$ cat config.mk
export PLATFORM = sky130hd
export DESIGN_NAME = display_mode_ctrl
export DESIGN_NICKNAME = d
export VERILOG_FILES = /design/src/source/video_pkg.sv /design/src/source/game_pkg.sv /design/src/source/display_mode_ctrl.sv
export SDC_FILE = /design/constraint.sdc
export NUM_CORES = 1
export LEC_CHECK = 0
export BUFFER_PORTS_ARGS = -buffer_cell sky130_fd_sc_hd__buf_2
export CAP_MARGIN = 20
export CORE_AREA = 2 2 39 41
export CTS_BUF_LIST = sky130_fd_sc_hd__clkbuf_2 sky130_fd_sc_hd__clkbuf_4 sky130_fd_sc_hd__clkbuf_8
export DETAILED_ROUTE_END_ITERATION = 7
export DIE_AREA = 0 0 41 43
export MAX_ROUTING_LAYER = met4
export PLACE_DENSITY_LB_ADDON = 0.2
export RECOVER_POWER = 50
export SYNTH_ARGS = -nofsm -noshare
export SYNTH_HDL_FRONTEND = slang
export SYNTH_SLANG_ARGS = --single-unit
$ cat constraint.sdc
create_clock -name clk -period 1.3 [get_ports clk]
set_clock_uncertainty 0.2 [all_clocks]
set_input_delay 0.13 -clock clk [delete_from_list [all_inputs] [get_ports clk]]
set_output_delay 0.13 -clock clk [all_outputs]
set_load 0.005 [all_outputs]
$ cat src/source/video_pkg.sv
package video_pkg;

	////////////////////////////////////////////////////////////
	// scan side types

	// wide enough for the whole 800 x 525 raster
	typedef logic [10:0] coord_t;

	// blue [7:6], green [5:3], red [2:0]
	typedef logic [7:0] color_t;

	// visible area
	localparam coord_t h_active = 11'd640;
	localparam coord_t v_active = 11'd480;

	////////////////////////////////////////////////////////////
	// palette

	localparam color_t color_black = 8'b0000_0000;
	localparam color_t color_white = 8'b1111_1111;
	localparam color_t color_red = 8'b0000_0111;
	localparam color_t color_green = 8'b0011_1000;
	localparam color_t color_ship = 8'b0111_1000;
	localparam color_t color_alien = 8'b1010_1010;
	localparam color_t color_laser = color_white;

	// single-row borders of the game screen
	localparam coord_t scoreboard_top = 11'd0;
	localparam coord_t scoreboard_bottom = 11'd40;
	localparam coord_t lives_top = 11'd460;
	localparam coord_t lives_bottom = 11'd479;

	// start screen band, both rows inclusive
	localparam coord_t title_top = 11'd200;
	localparam coord_t title_bottom = 11'd279;

endpackage

$ cat src/source/game_pkg.sv
package game_pkg;

	////////////////////////////////////////////////////////////
	// state encodings

	// black -> start -> game -> black
	typedef enum logic [1:0] {
		mode_black,
		mode_start,
		mode_game
	} mode_e;

	typedef enum logic {
		march_right,
		march_left
	} march_e;

	typedef enum logic {
		laser_idle,
		laser_flying
	} laser_e;

	////////////////////////////////////////////////////////////
	// sprite geometry, all in pixels

	// one alien box, pitch is box plus gap
	localparam video_pkg::coord_t alien_w = 11'd30;
	localparam video_pkg::coord_t alien_h = 11'd20;
	localparam video_pkg::coord_t alien_pitch_x = 11'd50;
	localparam video_pkg::coord_t alien_pitch_y = 11'd30;
	// top left of alien 0 at zero offset
	localparam video_pkg::coord_t grid_x0 = 11'd70;
	localparam video_pkg::coord_t grid_y0 = 11'd90;
	localparam video_pkg::coord_t march_step = 11'd10;
	localparam video_pkg::coord_t drop_step = 11'd10;

	// ship sits on a fixed row
	localparam video_pkg::coord_t ship_y = 11'd420;
	localparam video_pkg::coord_t ship_w = 11'd40;
	localparam video_pkg::coord_t ship_h = 11'd20;
	localparam video_pkg::coord_t ship_x0 = 11'd300;
	localparam video_pkg::coord_t ship_step = 11'd8;

	localparam video_pkg::coord_t laser_w = 11'd2;
	localparam video_pkg::coord_t laser_h = 11'd10;
	localparam video_pkg::coord_t laser_speed = 11'd16;
	// shot is dropped once its top would go above this row
	localparam video_pkg::coord_t laser_ceiling = 11'd40;

endpackage

$ cat src/source/display_mode_ctrl.sv
`timescale 1ns/1ps

module display_mode_ctrl (
	input logic clk,
	input logic rst,
	input logic button_display,
	output game_pkg::mode_e mode,
	output logic game_restart
);

	logic button_q;
	logic button_rise;
	game_pkg::mode_e next_mode;

	// low sample followed by high sample
	assign button_rise = button_display && !button_q;

	// wrap back to black after the game screen
	always_comb begin
		case (mode)
			game_pkg::mode_black: next_mode = game_pkg::mode_start;
			game_pkg::mode_start: next_mode = game_pkg::mode_game;
			default: next_mode = game_pkg::mode_black;
		endcase
	end

	always_ff @(posedge clk or posedge rst) begin
		if (rst) begin
			button_q <= 1'b0;
			mode <= game_pkg::mode_black;
			game_restart <= 1'b0;
		end else begin
			button_q <= button_display;
			// restart pulse lines up with the new mode
			game_restart <= button_rise;
			if (button_rise) begin
				mode <= next_mode;
			end
		end
	end

endmodule

==> out/qor.txt <==
status - finished, violations left
failing checks - negative hold slack
switching share of power - 25.42%
Worst-path clk slew - 0.04 ns
via/cell ratio - 2.914
max-slew violation count - 0
Internal Power - 343.6 uW
cells along the critical path - nor2b_4, mux2_4
buffers added on ports - 5
warnings from Yosys - 0
RSZ-0062 raised after global routing - false
layout filler cell count - 154
DIE WIDTH - 41 microns
CTS tree - built
syn_nets - 13
overall routing resource usage - 4.959%
FMAX - 864.5 MHz
H-tree depth - 1
via count - 102
ratio of final minimum period to clock period - 88.98%
max incr delay on CP - 0.38 ns
worst setup margin - 0.1432 ns
most frequent cells in the layout - dfrtp_1 (4), buf_2 (4), clkbuf_4 (3)
CTS buffer count - 3
Crit Path Class - reg -> reg
Critical Path RT - 1.21 ns
worst-margin pin slew - 0.1515 ns
DP HPWL - 191.6 microns
CTS Hold Bufs - 1
Distinct cells, synth - 6
Vert. Die Dim - 43 microns
num rows - 14
post-route ant nets - 0
slowest CP cell - dfrtp_1
Final #Nets - 24
Mapped Cells - 10
Logic pwr share - 25.2%
First DRT Iteration DRCs - 0
Final Wtd Congestion - 0.6573
Inst Count DP - 31
die area - 0.001763 sq mm
Bufs and invs on worst path - 0
Power Dens Cells - 1969 mW/mm^2
layout cells sized above 1 - 52.63%
number of global-route vias before repair - 89
crit path time final - 1.157 ns
pre-CTS setup slack - 0.1418 ns
post-CTS sizing - 0
Avg Inst Size Synth - 15.77 sq um
clock network power share - 33.2%
clock sink count - 4
Total Power - 460.8 uW
antenna violations before repair - 0
Worst Path Max Fanout - 3
synthesized area - 157.7 sq um
count of final setup violators - 0
Multi-input gate area - 53.80 sq um
first-pass GRT wire length - 427 microns
n_diodes - 0
Worst slew margin - 89.89%
register area - 100.1 sq um
post-synthesis sequential area ratio - 63.49%
pin count of the biggest net entering global routing - 5
Core ar. - 0.001384 sq mm
setup TNS - 0 ns
hold slack - -0.1646 ns
worst path arrival time - 1.07 ns
Hold WC Path Type - in -> reg
clk_lat worst skew - 0.23 ns
Reg-to-Reg Start - button_q
IO Pins - 6
GRT overflow - 0
DR WL/cell - 7.457 microns
Max-Cap Viols - 0
startpoint types - register
CTS max path bufs - 2
crit path from - button_q
Routed WL - 261 microns
drt first pass iters - 1
DRC Markers - 0
min-delay src - button_display
Area Growth Syn to Fin - 48.41%
Initial Utilization - 11.39%
CTS root buf - clkbuf_4
crit end category - register
Final Hold Fails - 2
leakage - 0.0001178 uW
peak supply drop - 0.5367 mV
Setup Buffers After CTS - 0
Psw - 117.1 uW
Yosys reg bits - 4
fin cells - 35
Top Family by Delay on Critical Path - flip-flops
sequential share of power - 41.6%
## logic make-up after synthesis
family,count (synthesis),share of synthesized area (%)
buf+inv,1,2.379
flops,4,63.49
mux,2,19.05
simple gates,3,15.08
## synth_stat cells
master	count	area share, %
nor2_1	1	2.4
dfrtp_1	4	63
nor2b_4	1	8.7
nor2b_1	1	4.0
inv_1	1	2.4
mux2_4	2	19
## power groups by stage
stage | Combinational, uW | Clock [uW] | Sequential (uW)
global placement | 115 | 0 | 188
global route | 129 | 173 | 200
CTS | 118 | 165 | 192
detailed placement | 116 | 0 | 193
floorplan | 73.1 | 0 | 191
finish | 116 | 153 | 192
## per-stage QoR
| step | hold slack [ns] | utilization [%] | instance area (sq um) |
|---|---|---|---|
| after CTS | -0.1825 | 17.00 | 235.2 |
| after global routing | -0.1704 | 16.91 | 234.0 |
| after detailed placement | -0.1814 | 14.65 | 202.7 |
| final | -0.1646 | 16.91 | 234.0 |
| after global placement | -0.1897 | 14.65 | 202.7 |
| after floorplan | -0.3039 | - | 157.7 |
## final timing paths
path                            slack [ns]  depth (start not counted)           end
worst max-delay path                  0.14                          2       mode[0]
worst min-delay path                 -0.16                          1      button_q
worst max register to register        0.14                          2       mode[0]
worst min register to register        0.26                          1  game_restart
max in group asynchronous             0.63                          3       mode[0]
min in group asynchronous             0.12                          3       mode[1]
## routing by layer
layer / up-vias / track usage, % / routed length, microns
met2: 10 / 3.438 / 71
met5: - / - / 0
met4: 0 / 4.000 / 0
met1: 42 / 5.212 / 139
li1: 50 / - / -
met3: 0 / 7.853 / 50
## area by class of cell
type	instances	area share, %
Sequential cell	4	42.78
Tap cell	16	8.556
Timing Repair Buffer	6	14.44
Inverter	1	1.604
Multi-Input combinational cell	5	22.99
Clock buffer	3	9.626
## state kept, by name, summed over array words and instances, names as in the netlist
| register | flops |
|---|---|
| mode | 2 |
| button_q | 1 |
| game_restart | 1 |
Power figures use the tool's default switching activity.
