$ cat src/source/video_pkg.sv
package video_pkg;

	////////////////////////////////////////////////////////////
	// scan side types

	// wide enough for the whole 800 x 525 raster
	typedef logic [10:0] coord_t;

	// blue [7:6], green [5:3], red [2:0]
	typedef logic [7:0] color_t;

	// visible area
	localparam coord_t h_active = 11'd640;
	localparam coord_t v_active = 11'd480;

	////////////////////////////////////////////////////////////
	// palette

	localparam color_t color_black = 8'b0000_0000;
	localparam color_t color_white = 8'b1111_1111;
	localparam color_t color_red = 8'b0000_0111;
	localparam color_t color_green = 8'b0011_1000;
	localparam color_t color_ship = 8'b0111_1000;
	localparam color_t color_alien = 8'b1010_1010;
	localparam color_t color_laser = color_white;

	// single-row borders of the game screen
	localparam coord_t scoreboard_top = 11'd0;
	localparam coord_t scoreboard_bottom = 11'd40;
	localparam coord_t lives_top = 11'd460;
	localparam coord_t lives_bottom = 11'd479;

	// start screen band, both rows inclusive
	localparam coord_t title_top = 11'd200;
	localparam coord_t title_bottom = 11'd279;

endpackage

$ cat src/source/game_pkg.sv
package game_pkg;

	////////////////////////////////////////////////////////////
	// state encodings

	// black -> start -> game -> black
	typedef enum logic [1:0] {
		mode_black,
		mode_start,
		mode_game
	} mode_e;

	typedef enum logic {
		march_right,
		march_left
	} march_e;

	typedef enum logic {
		laser_idle,
		laser_flying
	} laser_e;

	////////////////////////////////////////////////////////////
	// sprite geometry, all in pixels

	// one alien box, pitch is box plus gap
	localparam video_pkg::coord_t alien_w = 11'd30;
	localparam video_pkg::coord_t alien_h = 11'd20;
	localparam video_pkg::coord_t alien_pitch_x = 11'd50;
	localparam video_pkg::coord_t alien_pitch_y = 11'd30;
	// top left of alien 0 at zero offset
	localparam video_pkg::coord_t grid_x0 = 11'd70;
	localparam video_pkg::coord_t grid_y0 = 11'd90;
	localparam video_pkg::coord_t march_step = 11'd10;
	localparam video_pkg::coord_t drop_step = 11'd10;

	// ship sits on a fixed row
	localparam video_pkg::coord_t ship_y = 11'd420;
	localparam video_pkg::coord_t ship_w = 11'd40;
	localparam video_pkg::coord_t ship_h = 11'd20;
	localparam video_pkg::coord_t ship_x0 = 11'd300;
	localparam video_pkg::coord_t ship_step = 11'd8;

	localparam video_pkg::coord_t laser_w = 11'd2;
	localparam video_pkg::coord_t laser_h = 11'd10;
	localparam video_pkg::coord_t laser_speed = 11'd16;
	// shot is dropped once its top would go above this row
	localparam video_pkg::coord_t laser_ceiling = 11'd40;

endpackage

$ cat src/source/pixel_mux.sv
`timescale 1ns/1ps

module pixel_mux (
	input logic clk,
	input logic rst,
	input video_pkg::coord_t x,
	input video_pkg::coord_t y,
	input game_pkg::mode_e mode,
	input logic is_alien,
	input logic is_ship,
	input logic is_laser,
	output video_pkg::color_t rgb
);

	video_pkg::color_t pix_color;
	logic on_screen;
	logic in_title;
	logic on_score_row;
	logic on_lives_row;

	assign on_screen = x < video_pkg::h_active && y < video_pkg::v_active;
	assign in_title = y >= video_pkg::title_top && y <= video_pkg::title_bottom;
	// border rows are one pixel high
	assign on_score_row = y == video_pkg::scoreboard_top || y == video_pkg::scoreboard_bottom;
	assign on_lives_row = y == video_pkg::lives_top || y == video_pkg::lives_bottom;

	// highest priority first
	always_comb begin
		pix_color = video_pkg::color_black;
		if (on_screen) begin
			case (mode)
				game_pkg::mode_start: begin
					if (in_title) begin
						pix_color = video_pkg::color_white;
					end
				end
				game_pkg::mode_game: begin
					if (on_score_row) begin
						pix_color = video_pkg::color_red;
					end else if (on_lives_row) begin
						pix_color = video_pkg::color_green;
					end else if (is_laser) begin
						pix_color = video_pkg::color_laser;
					end else if (is_ship) begin
						pix_color = video_pkg::color_ship;
					end else if (is_alien) begin
						pix_color = video_pkg::color_alien;
					end
				end
				default: pix_color = video_pkg::color_black;
			endcase
		end
	end

	// one pixel of latency
	always_ff @(posedge clk or posedge rst) begin
		if (rst) begin
			rgb <= video_pkg::color_black;
		end else begin
			rgb <= pix_color;
		end
	end

endmodule

$ cat config.mk
export PLATFORM = sky130hd
export DESIGN_NAME = pixel_mux
export DESIGN_NICKNAME = d
export VERILOG_FILES = /design/src/source/video_pkg.sv /design/src/source/game_pkg.sv /design/src/source/pixel_mux.sv
export SDC_FILE = /design/constraint.sdc
export NUM_CORES = 1
export LEC_CHECK = 0
export BUFFER_PORTS_ARGS = -buffer_cell sky130_fd_sc_hd__buf_2
export CAP_MARGIN = 20
export CORE_AREA = 2 2 39 41
export DETAILED_ROUTE_END_ITERATION = 6
export DIE_AREA = 0 0 41 43
export GPL_TIMING_DRIVEN = 0
export PLACE_DENSITY_LB_ADDON = 0.1
export SLEW_MARGIN = 40
export SYNTH_ARGS = -nofsm -noshare
export SYNTH_HDL_FRONTEND = slang
export SYNTH_SLANG_ARGS = --single-unit
$ cat constraint.sdc
create_clock -name clk -period 0.82 [get_ports clk]
set_input_delay 0.041 -clock clk [delete_from_list [all_inputs] [get_ports clk]]
set_output_delay 0.041 -clock clk [all_outputs]
set_load 0.005 [all_outputs]
==> flow_summary.yaml <==
status:
  status: "complete, but fails checks"
  violations: "negative setup slack"
cells_and_area:
  nets: 117
  top_regs: "rgb x6"
  largest_register: "rgb"
  drive_gt1_frac: 0.536
  n_antenna_cell: 0
  syn_to_final_growth_pct: 68.5
  final_core_util: 0.532
  largest_register_ffs: 6
pwr:
  pwr-share-comb: 0.237
  pwr-share-seq: 0.404
  power_density_nw_per_um2: 1010
  vdd_drop_max_mv: 0.436
  sw_frac_of_total: 0.251
  clock_power_share: 0.359
  leakage_nw: 0.361
  intPower_mw: 0.557
  switchingPower_mw: 0.187
yosys:
  avgSynthCellArea_um2: 8.91
  ys_seq_area_frac: 0.344
  synth-seq-cells: 6
  synth_warnings: 0
  syn_inst: 49
  syn_nets: 80
  synth_area_um2: 437
  yosysUniqueCellTypes: 23
setup_path:
  start_kind: "input pin"
  critPathMaxFanout: 6
  arrival_ps: 1190
  crit_type: "in -> reg"
  worstSetupEndpointType: "flop"
  required_ps: 950
global_routing:
  grt_pass1_wl_mm: 1.53
  met1_usage: 0.115
  grt_max_degree: 7
  top_usage_layer: "met2"
  grt_pass1_vias: 432
  antenna_found_initial: 0
  grt_usage: 0.129
  globalRouteMet3Util: 0.0314
  overflow: 0
  use_met2: 0.225
route:
  drc: 0
  vias: 502
  post_drt_wl_per_cell_um: 9.97
  viasPerCell: 5.02
  dr.pass1.iters: 2
  drtAntennaViolNets: 0
  drtIter0Drc: 1
  wl_um: 997
floorplan:
  dieHeight_um: 43
  num_io_pins: 37
  core-area_um2: 1380
  fp.dieW_um: 41
  rows: 14
  dieArea_um2: 1760
  start_util: 0.316
min_path:
  hp-class: "in -> reg"
clock_network:
  cts_root_buffer: "clkbuf_4"
  htree_levels: 1
  clk_pin_slew_ps: 40
  cts_buffer_depth: 2
  cts_tree: "yes"
  cts.sinks: 6
  numCtsBuffers: 3
timing:
  setup-violations-final: 6
  maxSlewViolCount: 0
  tightest_slew_ps: 326
  fin_crit_sh: 1.29
  min_period_ps: 1060
  finalSetupTns_ps: -1150
  relSlewSlack: 0.783
  fin_ws_ps: -241
  rsz0062_at_grt: "true"
  max_freq_mhz: 942
  hold_violations: 0
flow_run:
  drv_cap: 0
place:
  place_ws_ps: -560
  globalplace.congestion: 0.678
  hpwl_um: 840
  placement.io_buffers: 29
[area by class of cell]
type	instances	area (µm²)
inverters	5	18.8
well taps	16	20.0
clock buffers	3	22.5
fillers	135	648
multi-input cells	36	304
flip-flops and latches	6	150
repair buffers	34	220
[routing by layer]
layer / vias to the layer above / part of all wire
li1: 250 / -
met1: 225 / 0.35
met2: 24 / 0.53
met3: 3 / 0.083
met4: 0 / 0.031
met5: - / 0
[placed cells by master, fill, tap and decap left out, drive strengths merged, types with 2 or more instances in the layout]
cell type,n
nand2,4
ha,2
nor2,3
clkbuf,3
nand3,2
dfrtp,6
nor4,2
buf,33
a2111oi,2
o21ai,5
nor3,4
o31ai,2
o21a,2
inv,5
[power groups by stage]
stage	Sequential [mW]	Clock [mW]	Combinational, mW
6_report	0.300	0.267	0.176
3_3_place_gp	0.304	0	0.142
5_1_grt	0.300	0.309	0.194
3_5_place_dp	0.304	0	0.145
2_1_floorplan	0.305	0	0.0621
4_1_cts	0.300	0.285	0.162
[metrics by stage]
step / instances / hold slack, ps / instance area (µm²) / power, mW
finish: 100 / 69.3 / 736 / 0.743
global route: 100 / 54.4 / 736 / 0.803
CTS: 98 / 66.4 / 674 / 0.748
detailed placement: 94 / -40.6 / 607 / 0.449
global placement: 94 / -45.2 / 607 / 0.446
floorplan: 49 / -168 / 442 / 0.367
[cell usage after synthesis]
cell type  number  share of area
nand2b_1        1          0.014
buf_4           2          0.034
nor3_1          4          0.046
a2111oi_0       1          0.020
nor4_1          2          0.029
nor2_1          3          0.026
nand2_1         4          0.034
o31ai_1         2          0.034
nand3_1         2          0.023
nand4bb_1       1          0.026
xnor2_1         1          0.020
o21ai_1         3          0.034
a21oi_1         1          0.011
inv_1           5          0.043
o211ai_1        1          0.017
ha_1            2          0.057
o2111a_1        1          0.026
nand4_1         1          0.014
o21a_1          2          0.034
dfrtp_1         6           0.34
or3_4           1          0.026
a2111oi_4       1          0.063
o21ai_0         2          0.023
[cell families after synthesis]
| group | synth area share |
|---|---|
| buf+inv | 0.0774 |
| xor+xnor | 0.0201 |
| fa+ha+maj | 0.0573 |
| flops | 0.344 |
| compound gates | 0.264 |
| simple gates | 0.238 |
[worst max-delay path, stage by stage]
cell and delay (ps):
buf_8 90, or3_4 380, a2111oi_4 280, buf_4 200, o21a_1 130, o21ai_1 60
[repair_timing]
item	4_1_cts	5_1_grt
resized for setup	7	9
hold buffers	1	0
buffers inserted	2	2
pin swaps	4	5
endpoints found under the hold margin	6	0
setup endpoints to repair	8	9
[path summary, 6_finish.rpt]
| check | start | endpoint | slack, ps | cells after the start |
|---|---|---|---|---|
| max in group asynchronous | rst | rgb[1] | 400 | 3 |
| setup / recovery | y[4] | rgb[2] | -240 | 6 |
| hold / removal | is_alien | rgb[5] | 70 | 3 |
| min in group asynchronous | rst | rgb[4] | 240 | 3 |
Note: power is estimated with default switching activity, not from simulation.
