--- src/source/video_pkg.sv ---
package video_pkg;

	////////////////////////////////////////////////////////////
	// scan side types

	// wide enough for the whole 800 x 525 raster
	typedef logic [10:0] coord_t;

	// blue [7:6], green [5:3], red [2:0]
	typedef logic [7:0] color_t;

	// visible area
	localparam coord_t h_active = 11'd640;
	localparam coord_t v_active = 11'd480;

	////////////////////////////////////////////////////////////
	// palette

	localparam color_t color_black = 8'b0000_0000;
	localparam color_t color_white = 8'b1111_1111;
	localparam color_t color_red = 8'b0000_0111;
	localparam color_t color_green = 8'b0011_1000;
	localparam color_t color_ship = 8'b0111_1000;
	localparam color_t color_alien = 8'b1010_1010;
	localparam color_t color_laser = color_white;

	// single-row borders of the game screen
	localparam coord_t scoreboard_top = 11'd0;
	localparam coord_t scoreboard_bottom = 11'd40;
	localparam coord_t lives_top = 11'd460;
	localparam coord_t lives_bottom = 11'd479;

	// start screen band, both rows inclusive
	localparam coord_t title_top = 11'd200;
	localparam coord_t title_bottom = 11'd279;

endpackage

--- src/source/game_pkg.sv ---
package game_pkg;

	////////////////////////////////////////////////////////////
	// state encodings

	// black -> start -> game -> black
	typedef enum logic [1:0] {
		mode_black,
		mode_start,
		mode_game
	} mode_e;

	typedef enum logic {
		march_right,
		march_left
	} march_e;

	typedef enum logic {
		laser_idle,
		laser_flying
	} laser_e;

	////////////////////////////////////////////////////////////
	// sprite geometry, all in pixels

	// one alien box, pitch is box plus gap
	localparam video_pkg::coord_t alien_w = 11'd30;
	localparam video_pkg::coord_t alien_h = 11'd20;
	localparam video_pkg::coord_t alien_pitch_x = 11'd50;
	localparam video_pkg::coord_t alien_pitch_y = 11'd30;
	// top left of alien 0 at zero offset
	localparam video_pkg::coord_t grid_x0 = 11'd70;
	localparam video_pkg::coord_t grid_y0 = 11'd90;
	localparam video_pkg::coord_t march_step = 11'd10;
	localparam video_pkg::coord_t drop_step = 11'd10;

	// ship sits on a fixed row
	localparam video_pkg::coord_t ship_y = 11'd420;
	localparam video_pkg::coord_t ship_w = 11'd40;
	localparam video_pkg::coord_t ship_h = 11'd20;
	localparam video_pkg::coord_t ship_x0 = 11'd300;
	localparam video_pkg::coord_t ship_step = 11'd8;

	localparam video_pkg::coord_t laser_w = 11'd2;
	localparam video_pkg::coord_t laser_h = 11'd10;
	localparam video_pkg::coord_t laser_speed = 11'd16;
	// shot is dropped once its top would go above this row
	localparam video_pkg::coord_t laser_ceiling = 11'd40;

endpackage

--- src/source/alien_grid.sv ---
`timescale 1ns/1ps

module alien_grid #(
	parameter int alien_cols = 11,
	parameter int alien_rows = 2
) (
	input logic clk,
	input logic rst,
	input logic move_tick,
	input logic game_restart,
	input logic laser_active,
	input video_pkg::coord_t off_x,
	input video_pkg::coord_t off_y,
	input video_pkg::coord_t laser_x,
	input video_pkg::coord_t laser_y,
	input video_pkg::coord_t x,
	input video_pkg::coord_t y,
	output logic is_alien,
	output logic laser_hit
);

	localparam int n_alien = alien_cols * alien_rows;

	// index is row * alien_cols + col
	logic [n_alien-1:0] alive;
	logic [n_alien-1:0] in_box;
	logic [n_alien-1:0] overlap;
	logic [n_alien-1:0] hit_onehot;
	video_pkg::coord_t ax [n_alien];
	video_pkg::coord_t ay [n_alien];

	////////////////////////////////////////////////////////////
	// per-alien box decode

	for (genvar r = 0; r < alien_rows; r++) begin : g_row
		for (genvar c = 0; c < alien_cols; c++) begin : g_col
			localparam int idx = r * alien_cols + c;

			// home position plus formation offset, wraps as two's complement
			assign ax[idx] = video_pkg::coord_t'(game_pkg::grid_x0 + c * game_pkg::alien_pitch_x)
				+ off_x;
			assign ay[idx] = video_pkg::coord_t'(game_pkg::grid_y0 + r * game_pkg::alien_pitch_y)
				+ off_y;

			// scan pixel inside a live alien
			assign in_box[idx] = alive[idx]
				&& x >= ax[idx] && x < ax[idx] + game_pkg::alien_w
				&& y >= ay[idx] && y < ay[idx] + game_pkg::alien_h;

			// laser box intersects alien box
			assign overlap[idx] = alive[idx]
				&& laser_x < ax[idx] + game_pkg::alien_w
				&& ax[idx] < laser_x + game_pkg::laser_w
				&& laser_y < ay[idx] + game_pkg::alien_h
				&& ay[idx] < laser_y + game_pkg::laser_h;
		end
	end

	assign is_alien = |in_box;

	// keep only the lowest set bit
	assign hit_onehot = overlap & ~(overlap - 1'b1);

	////////////////////////////////////////////////////////////
	// alive mask and hit pulse

	always_ff @(posedge clk or posedge rst) begin
		if (rst) begin
			alive <= '1;
			laser_hit <= 1'b0;
		end else if (game_restart) begin
			alive <= '1;
			laser_hit <= 1'b0;
		end else if (move_tick && laser_active && !laser_hit) begin
			// laser still flying during the hit pulse, so skip that tick
			alive <= alive & ~hit_onehot;
			laser_hit <= |overlap;
		end else begin
			laser_hit <= 1'b0;
		end
	end

endmodule

--- config.mk ---
export PLATFORM = sky130hd
export DESIGN_NAME = alien_grid
export DESIGN_NICKNAME = d
export VERILOG_FILES = /design/src/source/video_pkg.sv /design/src/source/game_pkg.sv /design/src/source/alien_grid.sv
export SDC_FILE = /design/constraint.sdc
export NUM_CORES = 1
export LEC_CHECK = 0
export CORE_UTILIZATION = 50
export CTS_CLUSTER_DIAMETER = 200
export DETAILED_ROUTE_END_ITERATION = 8
export DONT_BUFFER_PORTS = 1
export GPL_TIMING_DRIVEN = 0
export MAX_ROUTING_LAYER = met4
export PLACE_DENSITY = 0.77
export SYNTH_ARGS = -nofsm -noshare
export SYNTH_HDL_FRONTEND = slang
export SYNTH_SLANG_ARGS = --single-unit
--- constraint.sdc ---
create_clock -name clk -period 6.6 [get_ports clk]
set_input_delay 0.99 -clock clk [delete_from_list [all_inputs] [get_ports clk]]
set_output_delay 0.99 -clock clk [all_outputs]
set_load 0.03 [all_outputs]
==> results of run 1 <==
## metal layers
layer | GRT usage, % | part of all wire (%)
met5 | - | 0
met3 | 5.844 | 9.4
met1 | 44.00 | 41
met2 | 56.18 | 43
met4 | 21.09 | 7.3
## state kept, by name, summed over array words and instances (netlist names)
signal / flops
laser_hit: 1
alive: 22
## worst max-delay path, cell delays in order
cell        delay [ns]
buf_2             0.28
clkinvlp_4        0.27
ha_1              0.29
a21boi_1          0.32
xnor2_2           0.18
inv_1             0.11
o211ai_1          0.31
nor3_1            0.12
xnor2_1           0.29
ha_1              0.31
a2111oi_1         0.35
a21oi_1           0.17
maj3_1            0.50
o32a_1            0.35
nand4_1           0.15
a311oi_1          0.08
o22ai_2           0.39
## cells by family after synthesis
kind of cell             after synthesis
flip-flops                            23
buffers and inverters                183
AO/OA/AOI/OAI                        547
adder cells (fa/ha/maj)              466
XOR/XNOR                             185
AND/OR/NAND/NOR                      489
## worst min-delay path by stage
| stage | startpoint | endpoint | slack (ns) | depth (start not counted) |
|---|---|---|---|---|
| final | alive[7]$_DFFE_PP1P_ | alive[7]$_DFFE_PP1P_ | 0.51 | 2 |
| after global placement | alive[4]$_DFFE_PP1P_ | alive[4]$_DFFE_PP1P_ | 0.49 | 2 |
| after CTS | alive[7]$_DFFE_PP1P_ | alive[7]$_DFFE_PP1P_ | 0.51 | 2 |
| after global routing | alive[21]$_DFFE_PP1P_ | alive[21]$_DFFE_PP1P_ | 0.53 | 2 |
| after detailed placement | alive[4]$_DFFE_PP1P_ | alive[4]$_DFFE_PP1P_ | 0.50 | 2 |
| after floorplan | alive[7]$_DFFE_PP1P_ | alive[7]$_DFFE_PP1P_ | 0.46 | 2 |
## power by group
group / leakage, nW / internal (mW) / total (mW) / switching, mW
Combinational: 7.27 / 0.731 / 1.82 / 1.09
Sequential: 0.245 / 0.149 / 0.154 / 0.00504
Clock: 0.0409 / 0.0815 / 0.132 / 0.0508
Total: 7.55 / 0.961 / 2.11 / 1.14
## final cells by class
class / instances / share of cell area (%)
Multi-Input combinational cell: 1687 / 87.28
Sequential cell: 23 / 3.795
Inverter: 148 / 3.559
Tap cell: 390 / 3.071
Buffer: 35 / 1.008
Timing Repair Buffer: 13 / 0.7322
Clock buffer: 3 / 0.4724
Timing Repair inverter: 1 / 0.04724
Clock inverter: 1 / 0.03149
## per-stage QoR
stage               cells  utilization (%)  power, mW  area, um^2  setup TNS, ns
detailed placement   2288            52.69      1.895       15620        -0.6296
global placement     2283            52.35      1.805       15510        -0.4924
global route         2301            53.62      2.315       15890      -0.001357
floorplan            1893                -      1.430       15030              0
CTS                  2293            53.15      2.046       15750              0
finish               2301            53.62      2.106       15890              0
## repair_timing
item	4_1_cts	5_1_grt
gates resized for setup	10	20
hold buffers	0	0
pin swaps	2	2
setup endpoints to repair	1	1
setup buffers	1	7
cloned	0	1
## placed cells by master (no fill, tap or decap), types with 28 or more instances in the layout
master    count
ha_1        458
xnor2_1     146
inv_1       139
a21oi_1     133
nand2_1     115
o21ai_0     101
nor2_1       77
a21o_1       64
nand3_1      61
nor2b_1      36
nor3_1       36
o21a_1       31
a211oi_1     28
==> flow_metrics.tcl, run 1 <==
set metrics [dict create \
    initial_core_util_pct 50.70 \
    min_period_ns 6.471 \
    synth-compound-area-share_pct 24.43 \
    grt_max_degree 24 \
    core.rowCount 63 \
    final_nets 2442 \
    antenna_found_initial 1 \
    yosys-mux-area-fraction_pct 0 \
    post_drt_wl_per_cell_um 23.76 \
    yosysTopAreaCellShare_pct 38.22 \
    grt_pass1_wl_um 84030 \
    drtPass1Iterations 9 \
    finalCritPeriodShare_pct 98.05 \
    startpoint "off_x[3]" \
    synth_top_family_by_area "adder cells" \
    critPathCaptureType "output port" \
    r2r_end "alive[18]$_DFFE_PP1P_" \
    hold_viol 0 \
    ys_seq_area_share_pct 4.013 \
    slew_viol_final 0 \
    cts_buffers 3 \
    cap_violations 0 \
    drive_gt1_share_pct 6.070 \
    synth_cell_type_count 91 \
    status "finished clean" \
    ys_ff_latch 23 \
    synth_flop_cell "dfstp_2" \
    vdd_drop_max_uv 95.70 \
    htreeDepth 1 \
    syn_area_per_cell_um2 7.938 \
    critPathKind "in2out" \
    fin_ws_ns 0.1285 \
    timing.fmax_mhz 154.5 \
    path_clk_slew_ns 0.06 \
    vias 15430 \
    dieArea_um2 30750 \
    skew_ns 0.005985 \
    synth_fa_ha_area_share_pct 38.69 \
    clock-sinks 23 \
    via_per_inst 6.705 \
    tightest_slew_ns 1.407 \
    r2r-start "laser_hit$_DFF_PP0_" \
    yosys-top-cells-area "ha_1 38%, xnor2_1 9.0%, a21oi_1 4.4%" \
    ff2ff_path_depth 5 \
    synth_fp_nets 2423 \
    p_leak_nw 7.554 \
    die-height_um 175.4 \
    crit_fanout 14 \
    pin_count 73 \
    num_antenna_cells 0 \
    die_w_um 175.4 \
    drt_wl_total_um 54670 \
    yosysTopAreaCell "ha_1" \
    grt_pass1_vias 14990 \
    ctsRootBufferMaster "clkbuf_16" \
    crit_required_ns 5.61 \
    grt_overflow 0 \
    drt_iter0_drc 1446 \
    seq_area_um2 603.1 \
    pre_cts_slack_ns -0.6296 \
    worstPathArrival_ns 5.48 \
    cp-start-kind "primary input" \
    io_buffer_count 0 \
    ys_top_cells_by_count "459 x ha_1, 154 x xnor2_1, 141 x inv_1" \
    power_density_nw_per_um2 132.5 \
    ant_nets 0 \
    route.detailed.drc 0 \
    core_area_um2 29640 \
    yosys_warnings 0 \
    hpwl_um 43330 \
    crit_end "is_alien" \
    min_path_type "reg2reg" \
    synth_edf_count 0 \
    syn_inst 1893 \
    area_delta_synth_final_pct 5.754 \
    synth_xor_area_share_pct 10.93 \
    async_flop_share_pct 100.0 \
    timing.hold.ws_ns 0.5060 \
    yosys.area_share.simple_pct 17.21 \
    clk_latency_ns 0.26 \
    clock_path_buffers 2 \
    regToRegSetupSlack_ns 4.15 \
    setup_violations 0 \
    slew_headroom_pct 5.186 \
    synth_most_common_cell "ha_1" \
    place.gp.congestion 1.085 \
    num-fill-cells 2838 \
    netlist_area_um2 15030 \
    grtUsageTotal_pct 36.11 \
    multiInputGateArea_um2 13870 \
    cts_tree "yes" \
]
Power figures use the tool's default switching activity.
==> inputs of run 2 (changes only) <==
--- a/config.mk
+++ b/config.mk
@@ -6,6 +6,7 @@
 export NUM_CORES = 1
 export LEC_CHECK = 0
 export CORE_UTILIZATION = 50
+export CTS_BUF_LIST = sky130_fd_sc_hd__clkbuf_8
 export CTS_CLUSTER_DIAMETER = 200
 export DETAILED_ROUTE_END_ITERATION = 8
 export DONT_BUFFER_PORTS = 1
==> run 2 against run 1 <==
Against the previous run: clock power decreased by 32%; non-clock buffer count unchanged; via count about the same; sequential share of layout area about the same; total power decreased by 1.8%; register-to-register slack got worse by 0.02 ns; critical path depth unchanged; hold slack improved by 0.0051 ns; clock-buffer cell count unchanged; final cell count unchanged; sequential power about the same; wire length about the same; critical path type unchanged; largest power group unchanged.
==> flow_metrics.tcl, run 2 (synthesis gave the netlist of run 1 again) <==
set metrics [dict create \
    route.detailed.drc 0 \
    clk_latency_ns 0.27 \
    num-fill-cells 2837 \
    finalCritPeriodShare_pct 98.15 \
    hold_viol 0 \
    initial_core_util_pct 50.70 \
    die_w_um 175.4 \
    status "finished clean" \
    tightest_slew_ns 1.307 \
    core.rowCount 63 \
    min_period_ns 6.478 \
    power_switching_mw 1.146 \
    cp-start-kind "primary input" \
    drive_gt1_share_pct 6.070 \
    power_density_nw_per_um2 130.4 \
    vias 15420 \
    dieArea_um2 30750 \
    grt_max_degree 24 \
    critPathCaptureType "output port" \
    p_leak_nw 7.539 \
    pin_count 73 \
    min_path_type "reg2reg" \
    worstHoldPathCells 2 \
    largest_reg_flops 22 \
    cts_buffers 3 \
    grt_pass1_wl_um 84150 \
    core_area_um2 29640 \
    top_register "alive" \
    grtUsageTotal_pct 36.15 \
    timing.fmax_mhz 154.4 \
    comb_power_share_pct 88.2 \
    clock-sinks 23 \
    final_nets 2442 \
    slew_viol_final 0 \
    dp_cells 2288 \
    critPathKind "in2out" \
    switching_share_pct 55.42 \
    min_from "alive[7]$_DFFE_PP1P_" \
    reg_top3 "alive (22), laser_hit (1)" \
    r2r_end "alive[18]$_DFFE_PP1P_" \
    fin_total_pwr_mw 2.068 \
    skew_ns 0.005944 \
    path_clk_slew_ns 0.08 \
    area_delta_synth_final_pct 5.529 \
    place.gp.congestion 1.085 \
    antenna_found_initial 1 \
    vdd_drop_max_uv 84.56 \
    via_per_inst 6.700 \
    ctsRootBufferMaster "clkbuf_8" \
    grt_overflow 0 \
    r2r-start "laser_hit$_DFF_PP0_" \
    crit_fanout 14 \
    setup_violations 0 \
    p_seq_share_pct 7.4 \
    num_antenna_cells 0 \
    timing.hold.ws_ns 0.5112 \
    cap_violations 0 \
    die-height_um 175.4 \
    crit_required_ns 5.61 \
    layout_common_cells "458 x ha_1, 146 x xnor2_1, 139 x inv_1" \
    ant_nets 0 \
    drt_iter0_drc 1569 \
    ff2ff_path_depth 5 \
    hpwl_um 43330 \
    regToRegSetupSlack_ns 4.13 \
    io_buffer_count 0 \
    cts_tree "yes" \
    drtPass1Iterations 6 \
    holdPathEnd "alive[7]$_DFFE_PP1P_" \
    drt_wl_total_um 54730 \
    grt_pass1_vias 15000 \
    slew_headroom_pct 11.93 \
    worstPathArrival_ns 5.49 \
    layout_commonest_cell "ha_1" \
    clock_path_buffers 2 \
    clkPwrFrac_pct 4.3 \
    p_int_mw 0.9219 \
    htreeDepth 1 \
    fin_cells 2301 \
    post_drt_wl_per_cell_um 23.78 \
]
==> run 2: cell counts in the layout (fill, tap and decap cells not counted) <==
Identical to the previous run, type by type.
==> run 2: area by class of cell <==
type,count,area (um^2),share of cell area (%)
clock buffers,3,41.29,0.2604
flip-flops and latches,23,603.1,3.803
plain buffers,35,160.2,1.010
repair inverters,1,7.507,0.04734
clock inverters,1,5.005,0.03156
well taps,390,488.0,3.077
multi-input cells,1687,13870,87.47
inverters,148,565.5,3.566
repair buffers,13,116.4,0.7338
==> run 2: repair_timing <==
item / CTS / global route
endpoints found under the hold margin: 0 / 0
hold buffers: 0 / 0
setup endpoints to repair: 1 / 1
buffers inserted: 1 / 7
gates cloned: 0 / 1
pin swaps: 2 / 2
resized for setup: 10 / 20
==> run 2: worst max path at each step <==
stage | start | endpoint | slack [ns] | depth (start not counted)
after floorplan | off_x[3] | is_alien | 0.89 | 17
after global placement | off_x[1] | is_alien | -0.49 | 16
after detailed placement | off_x[1] | is_alien | -0.63 | 16
after CTS | off_x[3] | is_alien | 0.09 | 17
after global routing | off_x[3] | is_alien | -0.001 | 18
final | off_x[3] | is_alien | 0.12 | 17
==> run 2: power by group through the flow <==
stage / sequential (mW) / clock, mW / combinational [mW]
3_3_place_gp: 0.155 / 0 / 1.65
6_report: 0.154 / 0.0898 / 1.82
3_5_place_dp: 0.156 / 0 / 1.74
2_1_floorplan: 0.154 / 0 / 1.28
5_1_grt: 0.154 / 0.0970 / 2.02
4_1_cts: 0.153 / 0.0901 / 1.76
==> run 2: per-layer routing <==
metal | GRT usage, % | vias to the layer above | share of wire (%)
met2 | 56.12 | 776 | 43
li1 | - | 7130 | -
met5 | - | - | 0
met3 | 5.844 | 235 | 9.6
met1 | 44.20 | 7276 | 40
met4 | 21.01 | 0 | 7.3
==> run 2: per-stage QoR <==
stage	setup slack (ns)	area [um^2]	TNS (ns)	util, %
2_1_floorplan	0.8944	15030	0	-
3_3_place_gp	-0.4924	15510	-0.4924	52.35
3_5_place_dp	-0.6296	15620	-0.6296	52.69
4_1_cts	0.08973	15720	0	53.04
5_1_grt	-0.001357	15860	-0.001357	53.50
6_report	0.1218	15860	0	53.50
==> run 2: critical path, cell delays in order <==
cell and delay (ns):
buf_2 0.28, clkinvlp_4 0.28, ha_1 0.29, a21boi_1 0.32, xnor2_2 0.18, inv_1 0.11
o211ai_1 0.31, nor3_1 0.12, xnor2_1 0.29, ha_1 0.31, a2111oi_1 0.36, a21oi_1 0.16
maj3_1 0.50, o32a_1 0.35, nand4_1 0.15, a311oi_1 0.08, o22ai_2 0.38
==> inputs of run 3 (changes only) <==
--- a/config.mk
+++ b/config.mk
@@ -5,14 +5,14 @@
 export SDC_FILE = /design/constraint.sdc
 export NUM_CORES = 1
 export LEC_CHECK = 0
-export CORE_UTILIZATION = 50
+export CORE_UTILIZATION = 42
 export CTS_BUF_LIST = sky130_fd_sc_hd__clkbuf_8
 export CTS_CLUSTER_DIAMETER = 200
 export DETAILED_ROUTE_END_ITERATION = 8
 export DONT_BUFFER_PORTS = 1
 export GPL_TIMING_DRIVEN = 0
 export MAX_ROUTING_LAYER = met4
-export PLACE_DENSITY = 0.77
+export PLACE_DENSITY = 0.68
 export SYNTH_ARGS = -nofsm -noshare
 export SYNTH_HDL_FRONTEND = slang
 export SYNTH_SLANG_ARGS = --single-unit
==> run 3 against run 2 <==
Against the previous run: wire length up 3.4%; flip-flop and latch count unchanged; first-iteration DRC count down 22%; core utilization down 7.7 points; maximum frequency up 0.27%; critical path depth up 1; register-to-register slack better by 0.03 ns.
==> flow_metrics.tcl, run 3 (synthesis gave the netlist of run 1 again) <==
set metrics [dict create \
    post_drt_wl_per_cell_um 23.95 \
    pin_count 73 \
    crit_fanout 9 \
    design_area_um2 15980 \
    vias 14890 \
    drtPass1Iterations 6 \
    utilization_pct 45.80 \
    largest_reg_flops 22 \
    vdd_drop_max_uv 55.45 \
    cts_tree "yes" \
    skew_ns 0.006375 \
    critPathKind "in2out" \
    ant_nets 0 \
    via_per_inst 6.306 \
    r2r-start "laser_hit$_DFF_PP0_" \
    r2r_end "alive[18]$_DFFE_PP1P_" \
    io_buffer_count 0 \
    core.rowCount 68 \
    drive_gt1_share_pct 6.243 \
    status "finished clean" \
    initial_core_util_pct 43.08 \
    placed_area_um2 15750 \
    grt_pass1_vias 14540 \
    cts_buffers 3 \
    place.gp.congestion 1.025 \
    grtUsageTotal_pct 31.65 \
    cts-hold-fix-buffers 0 \
    power_density_nw_per_um2 129.4 \
    grt_max_degree 24 \
    drt_wl_total_um 56560 \
    regToRegSetupSlack_ns 4.16 \
    path_clk_slew_ns 0.10 \
    hpwl_um 45720 \
    drt_iter0_drc 1230 \
    antenna_found_initial 1 \
    timing.fmax_mhz 154.8 \
    htreeDepth 1 \
    worstHoldPathCells 2 \
    tns_ns 0 \
    worstPathArrival_ns 5.47 \
    cp-start-kind "primary input" \
    grt_overflow 0 \
    dieArea_um2 36540 \
    reg_top3 "alive (22), laser_hit (1)" \
    top_register "alive" \
    die_w_um 191.2 \
    grt.met3_usage_pct 4.204 \
    final_nets 2437 \
    die-height_um 191.2 \
    use_met1_pct 40.65 \
    clk_latency_ns 0.28 \
    hold_viol 0 \
    rsz0062_at_grt "no" \
    crit_required_ns 5.61 \
    holdPathEnd "alive[9]$_DFFE_PP1P_" \
    ff2ff_path_depth 5 \
    clock-sinks 23 \
    min_from "alive[9]$_DFFE_PP1P_" \
    ctsRootBufferMaster "clkbuf_8" \
    core_area_um2 34880 \
    slew_headroom_pct 6.078 \
    layout_commonest_cell "ha_1" \
    slew_viol_final 0 \
    grtUsageMet2_pct 50.18 \
    setup_violations 0 \
    tightest_slew_ns 1.373 \
    route.detailed.drc 0 \
    area_delta_synth_final_pct 6.328 \
    clock_path_buffers 2 \
    min_path_type "reg2reg" \
    min_period_ns 6.461 \
    grt_pass1_wl_um 85880 \
    layout_common_cells "458 x ha_1, 143 x xnor2_1, 140 x inv_1" \
    grt.busiest_layer "met2" \
    finalCritPeriodShare_pct 97.89 \
    fin_total_pwr_mw 2.067 \
    p_leak_nw 7.554 \
    cap_violations 0 \
    critPathCaptureType "output port" \
]
## run 3: changes by cell type in the layout (fill, tap and decap cells not counted), moves of 2 or more
cell	previous run	this run
nor3_2	1	3
buf_8	0	3
buf_4	11	6
clkbuf_4	0	2
xnor2_1	146	143
xnor2_2	10	12
clkbuf_2	3	1
a21boi_2	0	2
clkinvlp_4	3	1
a21boi_1	4	1
## run 3: worst max-delay path by stage
stage | cells after the start | to | startpoint
after global routing | 14 | is_alien | off_x[6]
final | 18 | is_alien | off_x[1]
after detailed placement | 18 | is_alien | off_x[8]
after floorplan | 17 | is_alien | off_x[3]
after global placement | 16 | is_alien | off_x[1]
after CTS | 18 | is_alien | off_x[5]
## run 3: area by class of cell
class | instances | area, um^2
inverters | 148 | 561.8
multi-input cells | 1687 | 13920
plain buffers | 34 | 160.2
well taps | 455 | 569.3
clock inverters | 1 | 5.005
flip-flops and latches | 23 | 603.1
diodes | 1 | 2.502
repair buffers | 10 | 112.6
clock buffers | 3 | 41.29
fillers | 3449 | 18910
## run 3: layer usage
layer  routed length [um]  vias to the layer above
li1                     -                     7121
met1                25050                     7116
met2                24960                      521
met3                 3918                      136
met4                 2642                        0
met5                    0                        -
## run 3: repair_timing
item / CTS / global route
gates resized for setup: 10 / 27
pin swaps: 1 / 2
endpoints found under the setup margin: 1 / 1
setup buffers: 2 / 1
endpoints found under the hold margin: 0 / 0
## run 3: critical path, cell delays in order
cell	delay (ns)
buf_2	0.20
inv_1	0.24
ha_2	0.57
inv_1	0.25
nor3_2	0.44
a21oi_1	0.18
nand3_1	0.18
xnor2_1	0.18
ha_1	0.30
a21oi_1	0.14
nor2b_1	0.06
o21ai_0	0.14
o211ai_1	0.11
a211oi_1	0.55
a221oi_1	0.21
nand4bb_1	0.18
nor4_2	0.08
o22ai_2	0.43
## run 3: report_power, final
| group | switching [mW] | leakage, nW | internal [mW] |
|---|---|---|---|
| Combinational | 1.09 | 7.28 | 0.728 |
| Clock | 0.0527 | 0.0255 | 0.0424 |
| Sequential | 0.00488 | 0.245 | 0.149 |
| Total | 1.15 | 7.55 | 0.919 |
## run 3: through the flow
step | instances | worst slack [ns] | hold slack (ns)
2_1_floorplan | 1893 | 0.8944 | 0.4623
3_3_place_gp | 2348 | -0.5724 | 0.4826
3_5_place_dp | 2355 | -0.5385 | 0.4857
4_1_cts | 2361 | 0.0004192 | 0.5027
5_1_grt | 2362 | 0.0009326 | 0.5199
6_report | 2362 | 0.1394 | 0.5043
